<file path="src/logic/tmc_proto_pkg.sv">
package tmc_proto_pkg;

	// ********************
	// Datagram operations
	// ********************

	// Two bits wide so that undefined codes can reach the engine and be rejected.
	typedef enum logic [1:0] {
		TMC_OP_WRITE = 2'd1,
		TMC_OP_READ  = 2'd2
	} tmc_op_t;

	typedef enum logic [2:0] {
		ST_OK          = 3'd0,
		ST_TIMEOUT     = 3'd1,
		ST_SYNC        = 3'd2, // Low nibble of the first reply byte is wrong.
		ST_MASTER_ADDR = 3'd3,
		ST_REGISTER    = 3'd4,
		ST_CRC         = 3'd5,
		ST_BAD_OP      = 3'd6
	} tmc_status_t;

	// ********************
	// Datagram constants
	// ********************

	localparam logic [7:0] TMC_SYNC        = 8'h05; // Sync plus reserved bits.
	localparam logic [7:0] TMC_MASTER_ADDR = 8'hff; // Address the driver uses in its reply.
	localparam logic [7:0] TMC_CRC_POLY    = 8'h07; // x^8 + x^2 + x + 1.

endpackage

</file>
<file path="src/logic/uart_line_pkg.sv">
package uart_line_pkg;

	// One character on the wire.
	typedef logic [7:0] uart_byte_t;

	// Width of a channel index for n channels, never below one bit.
	function automatic int chan_bits(input int n);
		return (n > 1) ? $clog2(n) : 1;
	endfunction

endpackage

</file>
<file path="src/logic/byte_stream_if.sv">
`timescale 1ns/1ps

// Byte stream with valid/ready flow control.
// A byte moves on a clock edge where both valid and ready are high.
interface byte_stream_if;
	import uart_line_pkg::*;

	uart_byte_t data;
	logic last; // Marks the CRC byte, the final byte of a datagram.
	logic valid;
	logic ready;

	modport source (output data, output last, output valid, input ready);
	modport sink (input data, input last, input valid, output ready);

endinterface

</file>
<file path="src/logic/tmc_datagram_ctrl.sv">
`timescale 1ns/1ps

module tmc_datagram_ctrl #(
	parameter int NUART = 4,
	parameter int BIT_CYCLES = 8,
	parameter int RX_TIMEOUT_BITS = 700,
	localparam int CH_W = uart_line_pkg::chan_bits(NUART)
) (
	input logic clk,
	input logic rst_n,
	input logic cmd_valid,
	output logic cmd_ready,
	input tmc_proto_pkg::tmc_op_t cmd_op,
	input logic [CH_W-1:0] cmd_channel,
	input uart_line_pkg::uart_byte_t cmd_slave,
	input logic [6:0] cmd_register,
	input logic [31:0] cmd_data,
	output logic rsp_valid,
	input logic rsp_ready,
	output logic [CH_W-1:0] rsp_channel,
	output tmc_proto_pkg::tmc_status_t rsp_status,
	output logic [31:0] rsp_data,
	byte_stream_if.source tx,
	input uart_line_pkg::uart_byte_t rx_byte,
	input logic rx_valid,
	input logic tx_done,
	output logic [CH_W-1:0] channel,
	output logic listen
);
	import tmc_proto_pkg::*;
	import uart_line_pkg::*;

	localparam int TIMEOUT_CYCLES = RX_TIMEOUT_BITS * BIT_CYCLES;
	localparam int GUARD_CYCLES = 8 * BIT_CYCLES;
	localparam int DLY_MAX = (TIMEOUT_CYCLES > GUARD_CYCLES) ? TIMEOUT_CYCLES : GUARD_CYCLES;
	localparam int DLY_W = $clog2(DLY_MAX + 1);

	typedef enum logic [2:0] {
		S_IDLE,
		S_SEND,    // Push datagram bytes into the FIFO.
		S_WAIT_TX, // Wait for the stop bit of the CRC byte.
		S_TURN,    // Two bit times before the line is released.
		S_RECV,
		S_DRAIN,   // Reply rejected, let the line go quiet.
		S_RESP,
		S_GUARD
	} state_t;

	state_t state;
	logic is_write;
	uart_byte_t slave_q;
	logic [6:0] reg_q;
	logic [31:0] data_q;
	tmc_status_t status_q;
	uart_byte_t crc;
	logic [2:0] byte_idx; // Byte position, shared by the send and receive phases.
	logic [2:0] last_idx;
	uart_byte_t frame_byte;
	logic [DLY_W-1:0] delay;
	uart_byte_t tx_data_q;
	logic tx_last_q;
	logic tx_valid_q;

	// CRC-8 over one byte, data bits taken LSB first.
	function automatic uart_byte_t crc8(input uart_byte_t crc_in, input uart_byte_t b);
		uart_byte_t c;
		int i;
		c = crc_in;
		for (i = 0; i < 8; i++) begin
			if (c[7] ^ b[i])
				c = {c[6:0], 1'b0} ^ TMC_CRC_POLY;
			else
				c = {c[6:0], 1'b0};
		end
		return c;
	endfunction

	// A read stops after the register byte, a write carries four data bytes.
	assign last_idx = is_write ? 3'd7 : 3'd3;

	always_comb begin
		case (byte_idx)
			3'd0: frame_byte = TMC_SYNC;
			3'd1: frame_byte = slave_q;
			3'd2: frame_byte = {is_write, reg_q};
			3'd3: frame_byte = data_q[31:24];
			3'd4: frame_byte = data_q[23:16];
			3'd5: frame_byte = data_q[15:8];
			default: frame_byte = data_q[7:0];
		endcase
	end

	assign cmd_ready = (state == S_IDLE);
	assign rsp_valid = (state == S_RESP);
	assign rsp_channel = channel;
	assign rsp_status = status_q;
	assign rsp_data = data_q;

	assign tx.data = tx_data_q;
	assign tx.last = tx_last_q;
	assign tx.valid = tx_valid_q;

	always_ff @(posedge clk) begin
		if (!rst_n) begin
			state <= S_IDLE;
			tx_valid_q <= 1'b0;
			listen <= 1'b0;
			channel <= '0;
			delay <= '0;
		end else begin
			// The state machine below may reload the counter.
			if (delay != '0)
				delay <= delay - 1'b1;
			if (tx_valid_q && tx.ready)
				tx_valid_q <= 1'b0;

			case (state)
				S_IDLE: if (cmd_valid) begin
					channel <= cmd_channel;
					slave_q <= cmd_slave;
					reg_q <= cmd_register;
					data_q <= cmd_data;
					is_write <= (cmd_op == TMC_OP_WRITE);
					byte_idx <= '0;
					crc <= '0;
					if (cmd_op == TMC_OP_WRITE || cmd_op == TMC_OP_READ) begin
						state <= S_SEND;
					end else begin
						status_q <= ST_BAD_OP; // Nothing goes out on the line.
						state <= S_RESP;
					end
				end
				S_SEND: if (!tx_valid_q || tx.ready) begin
					tx_valid_q <= 1'b1;
					if (byte_idx == last_idx) begin
						tx_data_q <= crc;
						tx_last_q <= 1'b1;
						state <= S_WAIT_TX;
					end else begin
						tx_data_q <= frame_byte;
						tx_last_q <= 1'b0;
						crc <= crc8(crc, frame_byte);
						byte_idx <= byte_idx + 1'b1;
					end
				end
				S_WAIT_TX: if (tx_done) begin
					if (is_write) begin
						status_q <= ST_OK;
						state <= S_RESP;
					end else begin
						delay <= DLY_W'(2 * BIT_CYCLES - 2);
						state <= S_TURN;
					end
				end
				S_TURN: if (delay == '0) begin
					listen <= 1'b1; // Hand the wire to the driver.
					crc <= '0;
					byte_idx <= '0;
					data_q <= '0;
					delay <= DLY_W'(TIMEOUT_CYCLES - 1);
					state <= S_RECV;
				end
				S_RECV: if (rx_valid) begin
					byte_idx <= byte_idx + 1'b1;
					crc <= crc8(crc, rx_byte);
					case (byte_idx)
						3'd0: if (rx_byte[3:0] != TMC_SYNC[3:0]) begin
							status_q <= ST_SYNC;
							state <= S_DRAIN;
						end
						3'd1: if (rx_byte != TMC_MASTER_ADDR) begin
							status_q <= ST_MASTER_ADDR;
							state <= S_DRAIN;
						end
						3'd2: if (rx_byte != {1'b0, reg_q}) begin
							status_q <= ST_REGISTER;
							state <= S_DRAIN;
						end
						3'd7: begin
							status_q <= (rx_byte == crc) ? ST_OK : ST_CRC;
							state <= (rx_byte == crc) ? S_RESP : S_DRAIN;
						end
						default: data_q <= {data_q[23:0], rx_byte}; // Big-endian.
					endcase
				end else if (delay == '0) begin
					status_q <= ST_TIMEOUT;
					state <= S_RESP;
				end
				S_DRAIN: if (delay == '0)
					state <= S_RESP;
				S_RESP: if (rsp_ready) begin
					delay <= DLY_W'(GUARD_CYCLES - 1);
					state <= S_GUARD;
				end
				S_GUARD: if (delay == '0) begin
					listen <= 1'b0;
					state <= S_IDLE;
				end
				default: state <= S_IDLE;
			endcase
		end
	end

endmodule

</file>
<file path="src/logic/byte_fifo.sv">
`timescale 1ns/1ps

module byte_fifo #(
	parameter int FIFO_DEPTH = 8
) (
	input logic clk,
	input logic rst_n,
	byte_stream_if.sink in_s,
	byte_stream_if.source out_s
);
	import uart_line_pkg::*;

	localparam int PTR_W = (FIFO_DEPTH > 1) ? $clog2(FIFO_DEPTH) : 1;

	uart_byte_t mem_data [FIFO_DEPTH];
	logic mem_last [FIFO_DEPTH];
	logic [PTR_W-1:0] wr_ptr;
	logic [PTR_W-1:0] rd_ptr;
	logic [PTR_W:0] count; // One extra bit so a full FIFO can be told from an empty one.
	logic full;
	logic empty;
	logic push;
	logic pop;

	assign full = (count == (PTR_W + 1)'(FIFO_DEPTH));
	assign empty = (count == '0);
	assign push = in_s.valid && in_s.ready;
	assign pop = out_s.valid && out_s.ready;

	assign in_s.ready = !full;
	assign out_s.valid = !empty;
	assign out_s.data = mem_data[rd_ptr];
	assign out_s.last = mem_last[rd_ptr];

	always_ff @(posedge clk) begin
		if (push) begin
			mem_data[wr_ptr] <= in_s.data;
			mem_last[wr_ptr] <= in_s.last;
		end
	end

	always_ff @(posedge clk) begin
		if (!rst_n) begin
			wr_ptr <= '0;
			rd_ptr <= '0;
			count <= '0;
		end else begin
			if (push)
				wr_ptr <= (wr_ptr == PTR_W'(FIFO_DEPTH - 1)) ? '0 : wr_ptr + 1'b1;
			if (pop)
				rd_ptr <= (rd_ptr == PTR_W'(FIFO_DEPTH - 1)) ? '0 : rd_ptr + 1'b1;
			if (push && !pop)
				count <= count + 1'b1;
			else if (pop && !push)
				count <= count - 1'b1;
		end
	end

endmodule

</file>
<file path="src/logic/uart_line.sv">
`timescale 1ns/1ps

module uart_line #(
	parameter int NUART = 4,
	parameter int BIT_CYCLES = 8,
	localparam int CH_W = uart_line_pkg::chan_bits(NUART)
) (
	input logic clk,
	input logic rst_n,
	byte_stream_if.sink tx,
	input logic [CH_W-1:0] channel,
	input logic listen,
	output uart_line_pkg::uart_byte_t rx_byte,
	output logic rx_valid,
	output logic tx_done,
	input logic [NUART-1:0] uart_in,
	output logic [NUART-1:0] uart_out,
	output logic [NUART-1:0] uart_en
);
	import uart_line_pkg::*;

	localparam int CYC_W = (BIT_CYCLES > 1) ? $clog2(BIT_CYCLES) : 1;
	localparam int HALF = BIT_CYCLES / 2;

	logic tx_busy;
	logic [9:0] tx_shift; // Stop bit, data LSB first, start bit.
	logic [3:0] tx_bit;
	logic [CYC_W-1:0] tx_cyc;
	logic tx_last_q;
	logic tx_bit_end;
	logic tx_frame_end;

	logic rx_in;
	logic [1:0] rx_sync;
	logic rx_busy;
	logic [3:0] rx_bit;
	logic [CYC_W-1:0] rx_cyc;
	uart_byte_t rx_shift;
	logic rx_mid;

	// ********************
	// Transmitter
	// ********************

	assign tx_bit_end = tx_busy && (tx_cyc == CYC_W'(BIT_CYCLES - 1));
	assign tx_frame_end = tx_bit_end && (tx_bit == 4'd9);
	assign tx.ready = !tx_busy || tx_frame_end; // Next byte follows the stop bit directly.

	always_ff @(posedge clk) begin
		if (!rst_n) begin
			tx_busy <= 1'b0;
			tx_shift <= '1;
			tx_bit <= '0;
			tx_cyc <= '0;
			tx_done <= 1'b0;
		end else begin
			tx_done <= tx_frame_end && tx_last_q;
			if (tx.valid && tx.ready) begin
				tx_shift <= {1'b1, tx.data, 1'b0};
				tx_last_q <= tx.last;
				tx_busy <= 1'b1;
				tx_bit <= '0;
				tx_cyc <= '0;
			end else if (tx_bit_end) begin
				tx_cyc <= '0;
				tx_shift <= {1'b1, tx_shift[9:1]}; // Idle level fills in behind.
				tx_bit <= tx_bit + 1'b1;
				if (tx_bit == 4'd9)
					tx_busy <= 1'b0;
			end else if (tx_busy) begin
				tx_cyc <= tx_cyc + 1'b1;
			end
		end
	end

	// ********************
	// Channel multiplexing
	// ********************

	for (genvar i = 0; i < NUART; i++) begin : g_chan
		assign uart_out[i] = (channel == CH_W'(i)) ? tx_shift[0] : 1'b1;
		assign uart_en[i] = (channel == CH_W'(i)) ? !listen : 1'b1;
	end

	assign rx_in = listen ? uart_in[channel] : 1'b1;

	// ********************
	// Receiver
	// ********************

	assign rx_mid = (rx_cyc == CYC_W'(HALF));

	always_ff @(posedge clk) begin
		if (!rst_n) begin
			rx_sync <= 2'b11;
			rx_busy <= 1'b0;
			rx_bit <= '0;
			rx_cyc <= '0;
			rx_valid <= 1'b0;
		end else begin
			rx_sync <= {rx_sync[0], rx_in};
			rx_valid <= 1'b0;
			if (!listen) begin
				rx_busy <= 1'b0;
			end else if (!rx_busy) begin
				if (!rx_sync[1]) begin // Falling edge of a start bit.
					rx_busy <= 1'b1;
					rx_bit <= '0;
					rx_cyc <= '0;
				end
			end else begin
				rx_cyc <= (rx_cyc == CYC_W'(BIT_CYCLES - 1)) ? '0 : rx_cyc + 1'b1;
				if (rx_cyc == CYC_W'(BIT_CYCLES - 1))
					rx_bit <= rx_bit + 1'b1;
				if (rx_mid) begin
					if (rx_bit == 4'd0) begin
						if (rx_sync[1])
							rx_busy <= 1'b0; // Glitch, not a start bit.
					end else if (rx_bit == 4'd9) begin
						// The stop bit is not checked; a damaged byte fails the CRC.
						rx_byte <= rx_shift;
						rx_valid <= 1'b1;
						rx_busy <= 1'b0;
					end else begin
						rx_shift <= {rx_sync[1], rx_shift[7:1]};
					end
				end
			end
		end
	end

endmodule

</file>
<file path="src/logic/tmc_uart_top.sv">
`timescale 1ns/1ps

module tmc_uart_top #(
	parameter int CLK_HZ = 1000000,
	parameter int BAUD = 125000,
	parameter int NUART = 4,
	parameter int RX_TIMEOUT_BITS = 700,
	parameter int FIFO_DEPTH = 8,
	localparam int CH_W = uart_line_pkg::chan_bits(NUART)
) (
	input logic clk,
	input logic rst_n,
	input logic cmd_valid,
	output logic cmd_ready,
	input tmc_proto_pkg::tmc_op_t cmd_op,
	input logic [CH_W-1:0] cmd_channel,
	input uart_line_pkg::uart_byte_t cmd_slave,
	input logic [6:0] cmd_register,
	input logic [31:0] cmd_data,
	output logic rsp_valid,
	input logic rsp_ready,
	output logic [CH_W-1:0] rsp_channel,
	output tmc_proto_pkg::tmc_status_t rsp_status,
	output logic [31:0] rsp_data,
	input logic [NUART-1:0] uart_in,
	output logic [NUART-1:0] uart_out,
	output logic [NUART-1:0] uart_en
);
	import uart_line_pkg::*;

	localparam int BIT_CYCLES = CLK_HZ / BAUD;

	byte_stream_if ctrl_to_fifo ();
	byte_stream_if fifo_to_line ();

	uart_byte_t rx_byte;
	logic rx_valid;
	logic tx_done;
	logic [CH_W-1:0] channel;
	logic listen;

	tmc_datagram_ctrl #(
		.NUART(NUART),
		.BIT_CYCLES(BIT_CYCLES),
		.RX_TIMEOUT_BITS(RX_TIMEOUT_BITS)
	) ctrl0 (
		.clk(clk), .rst_n(rst_n),
		.cmd_valid(cmd_valid), .cmd_ready(cmd_ready), .cmd_op(cmd_op),
		.cmd_channel(cmd_channel), .cmd_slave(cmd_slave),
		.cmd_register(cmd_register), .cmd_data(cmd_data),
		.rsp_valid(rsp_valid), .rsp_ready(rsp_ready), .rsp_channel(rsp_channel),
		.rsp_status(rsp_status), .rsp_data(rsp_data),
		.tx(ctrl_to_fifo.source),
		.rx_byte(rx_byte), .rx_valid(rx_valid), .tx_done(tx_done),
		.channel(channel), .listen(listen)
	);

	byte_fifo #(
		.FIFO_DEPTH(FIFO_DEPTH)
	) fifo0 (
		.clk(clk), .rst_n(rst_n),
		.in_s(ctrl_to_fifo.sink),
		.out_s(fifo_to_line.source)
	);

	uart_line #(
		.NUART(NUART),
		.BIT_CYCLES(BIT_CYCLES)
	) line0 (
		.clk(clk), .rst_n(rst_n),
		.tx(fifo_to_line.sink),
		.channel(channel), .listen(listen),
		.rx_byte(rx_byte), .rx_valid(rx_valid), .tx_done(tx_done),
		.uart_in(uart_in), .uart_out(uart_out), .uart_en(uart_en)
	);

endmodule

</file>
<file path="config.mk">
export PLATFORM = sky130hd
export DESIGN_NAME = tmc_uart_top
export DESIGN_NICKNAME = d
export VERILOG_FILES = /design/src/logic/tmc_proto_pkg.sv /design/src/logic/uart_line_pkg.sv /design/src/logic/byte_stream_if.sv /design/src/logic/tmc_datagram_ctrl.sv /design/src/logic/byte_fifo.sv /design/src/logic/uart_line.sv /design/src/logic/tmc_uart_top.sv
export SDC_FILE = /design/constraint.sdc
export NUM_CORES = 1
export LEC_CHECK = 0
export ABC_CLOCK_PERIOD_IN_PS = 3700
export BUFFER_PORTS_ARGS = -buffer_cell sky130_fd_sc_hd__buf_2
export CAP_MARGIN = 20
export CORE_UTILIZATION = 45
export CTS_CLUSTER_SIZE = 24
export DETAILED_ROUTE_END_ITERATION = 10
export HOLD_SLACK_MARGIN = 0.05
export PLACE_DENSITY = 0.68
export SLEW_MARGIN = 20
export SYNTH_ARGS = -nofsm -noshare
export SYNTH_HDL_FRONTEND = slang
export SYNTH_SLANG_ARGS = --single-unit
</file>
<file path="constraint.sdc">
create_clock -name clk -period 3.7 [get_ports clk]
set_clock_uncertainty 0.05 [all_clocks]
set_input_delay 0.185 -clock clk [delete_from_list [all_inputs] [get_ports clk]]
set_output_delay 0.185 -clock clk [all_outputs]
set_load 0.01 [all_outputs]
</file>
==> reports/results.tsv <==
metric	value	unit
fmax	0.314	GHz
die width	154	um
combinational share of power	38.7	%
first-pass GRT wire length	39.3	mm
syn avg cell area	12.1	um^2
mapped cell area	0.0105	mm^2
Setup CP Type	flip-flop to flip-flop	
H-tree Lvls	1	
routed wl met2	12.4	mm
Core Box Area	0.0227	mm^2
Final Max Slew Viols	0	
io pins	106	
clock latency on the worst-skew pair	0.52	ns
Initial DRC Count	588	
TritonCTS Buffers	24	
clock share of power	24.8	%
distinct cell type count after synthesis	63	
Hold Crit Class	primary input to flip-flop	
Crit Path Max Fanout	15	
clk sinks	222	
CTS Buffer Depth	3	
row cnt	55	
area leader, netlist	edfxtp_1	
fill count	1883	
GRT overflow	0	
Max rail drop VDD	514	uV
top cells by area, synth	edfxtp_1, dfxtp_1, mux4_2, ha_1, xnor2_1	
setup repair after global routing missed its margin	no	
Post-Synth Simple-Gate Area	11.7	%
Die Footprint	0.0239	mm^2
r2r setup slk	0.51	ns
slew margin rel.	29.9	%
RePlAce Congestion	0.886	
Synth Register Bits	222	
Synth Area in Compound Gates	12.4	%
startpoint types	flip-flop	
number of placed instances, taps included	1220	
sequential-to-total area share from yosys stat	57.8	%
post-synthesis mux area share	4.79	%
Switch Pwr	3.61	mW
Tmin final	3.19	ns
final setup vio count	0	
main combinational cell family by area after synthesis	compound AO/OA/AOI/OAI gates	
WL met3	1.32	mm
wire length per cell	19.0	um
Worst path slowest cell	dfxtp_1	
Synth Flop Type	edfxtp_1	
area share of the largest cell type after synthesis	45.9	%
vias per cell	5.61	
xor and xnor fraction of the mapped netlist area	7.00	%
P&R area growth vs syn	21.3	%
Fin Setup TNS	0	ns
Top delay family on crit path	adder cells	
initial core utilization	46.1	%
hpwl dp	16.5	mm
Port Buffers	105	
critical path capture point type	flip-flop	
buffers and inverters on the worst path	4	
top sig layer	met4	
CTS clk-pin slew, worst paths	0.06	ns
DRC Markers	0	
Final nets	1102	
Yosys warning count	0	
Overall Global Routing Usage	21.1	%
MaxCap Viol Count	0	
worst slew pin tran	1.05	ns
P_leak	4.65	nW
largest net degree at the start of global routing	33	
post-route clock period utilization	86.1	%
CP Data Arrival Time	3.59	ns
Synth Area in Adders	3.30	%
Final Hold Viols	0	
status	finished, final reports clean	
Net Sw Frac	35.1	%
Mapped Cells	867	
EDFF count, synth	160	
vias in the first global route	7281	
WL final	25.0	mm
detailed-route via count	7394	
Reg power frac	36.5	%
Worst Path Required	4.11	ns
Die Ht	154	um
first-pass detailed-route iteration total	5	
Post-CTS Setup Repair Bufs	0	
Mapped Nets	953	
async set or reset register ratio after synthesis	0	%
Int Pwr	6.66	mW
initial antenna violation count	0	
ANT nets after route	0	
share of cells above drive strength 1	20.1	%
PD cells	810	mW/mm^2
Finished Layout Cells	1318	
CTS tree	done	
CP max stage delay	0.35	ns
root buffer cell	clkbuf_16	
ant diodes	0	
M1 WL	10.7	mm
crit-path cells	ha_1, ha_1, inv_1, o21ai_0, inv_1, nor2_1, inv_1, ha_1, inv_1, ha_1, a21o_1, a21oi_1, xnor2_1, or3_1, a21oi_1	
Yosys cell counts (3+ instances only):
cell and count:
ha_1 26, edfxtp_1 160, a222oi_1 4, nand2_1 69, buf_2 3, nor3_1 22, nor4_1 10, nand2b_1 17
o211ai_1 4, nand3b_1 6, a221oi_1 3, o22ai_1 12, xnor2_1 37, and2_1 8, a21oi_1 34, a32oi_1 5
and3_1 3, nand4_1 7, a211oi_1 17, xnor3_1 3, nor2b_1 11, a22o_1 36, dfxtp_1 62, or3_1 3
a22oi_1 6, mux4_2 19, nand3_1 14, nor3b_1 3, or2_2 5, a31oi_1 9, a21o_1 4, inv_1 23
clkbuf_1 46, o21ai_0 35, mux2i_1 5, buf_1 5, nor2_1 65, xor2_1 37
cell families after synthesis:
kind of cell | Yosys count
XOR/XNOR | 78
AND/OR/NAND/NOR | 250
AO/OA/AOI/OAI | 185
flip-flops | 222
adder cells (fa/ha/maj) | 27
buffers and inverters | 79
multiplexers | 26
tightest hold or removal path, delay by kind of cell:
| kind | cells | cell delay (ns) |
|---|---|---|
| and+or+nand+nor | 2 | 0.18 |
| AOI/OAI and AO/OA | 1 | 0.05 |
| buffers and inverters | 1 | 0.17 |
worst paths after layout:
kind / end / start / depth (start not counted)
setup / recovery: fifo0.count[3] / line0.tx_cyc[0] / 15
hold reg to reg: line0.rx_sync[1] / line0.rx_sync[0] / 1
setup reg to reg: fifo0.count[3] / line0.tx_cyc[0] / 15
hold / removal: ctrl0.channel[1] / cmd_valid / 4
flip-flops by register name, summed over array words and instances, names as in the netlist, 9 cells and up, named ones only:
signal / count
ctrl0.delay: 13
ctrl0.rsp_data: 32
fifo0.mem_data: 64
line0.tx_shift: 9
layer usage:
layer  GRT usage (%)  up-vias
li1                -     3526
met1            27.6     3592
met4            6.79        0
met5               0        -
met2            36.0      234
met3            3.08       42
timing repair:
action,in CTS,in global routing
endpoints found under the hold margin,56,0
gates resized for setup,0,0
endpoints found under the setup margin,0,0
hold buffers,55,0
placed cells by master (no fill, tap or decap), drive strengths merged, types with 17 or more instances in the layout:
cell type | synthesis | routed
a211oi | 17 | 17
a21oi | 34 | 34
a22o | 36 | 36
buf | 10 | 124
clkbuf | 46 | 24
dfxtp | 62 | 62
dlygate4sd3 | 0 | 55
edfxtp | 160 | 160
ha | 26 | 26
inv | 23 | 25
mux4 | 19 | 19
nand2 | 69 | 69
nand2b | 18 | 18
nor2 | 65 | 65
nor3 | 22 | 22
o21ai | 37 | 37
xnor2 | 37 | 37
xor2 | 38 | 38
power groups by stage:
stage	Clock (mW)	Combinational, mW	Sequential (mW)
floorplan	0	3.09	3.60
global placement	0	3.82	3.78
detailed placement	0	3.89	3.78
CTS	2.59	3.96	3.74
global route	2.67	4.37	3.80
finish	2.55	3.97	3.75
metrics by stage:
stage / utilization [%] / hold slack, ns / setup slack, ns / instance area [um^2] / power (mW)
2_1_floorplan: - / 0.234 / 0.253 / 10500 / 6.69
5_1_grt: 55.8 / 0.0757 / 0.189 / 12700 / 10.8
6_report: 55.8 / 0.0653 / 0.514 / 12700 / 10.3
3_5_place_dp: 49.7 / 0.313 / 0.555 / 11300 / 7.68
4_1_cts: 55.8 / 0.0608 / 0.526 / 12700 / 10.3
3_3_place_gp: 49.7 / 0.313 / 0.629 / 11300 / 7.60
final cells by class:
type | count | area, um^2 | area share [%]
timing repair buffer | 179 | 1220 | 9.61
tap | 285 | 357 | 2.81
sequential | 222 | 6050 | 47.7
clock inverter | 19 | 249 | 1.96
inverter | 23 | 86.3 | 0.681
clock buffer | 24 | 601 | 4.74
multi-input combinational | 566 | 4130 | 32.5
Power figures use the tool's default switching activity.
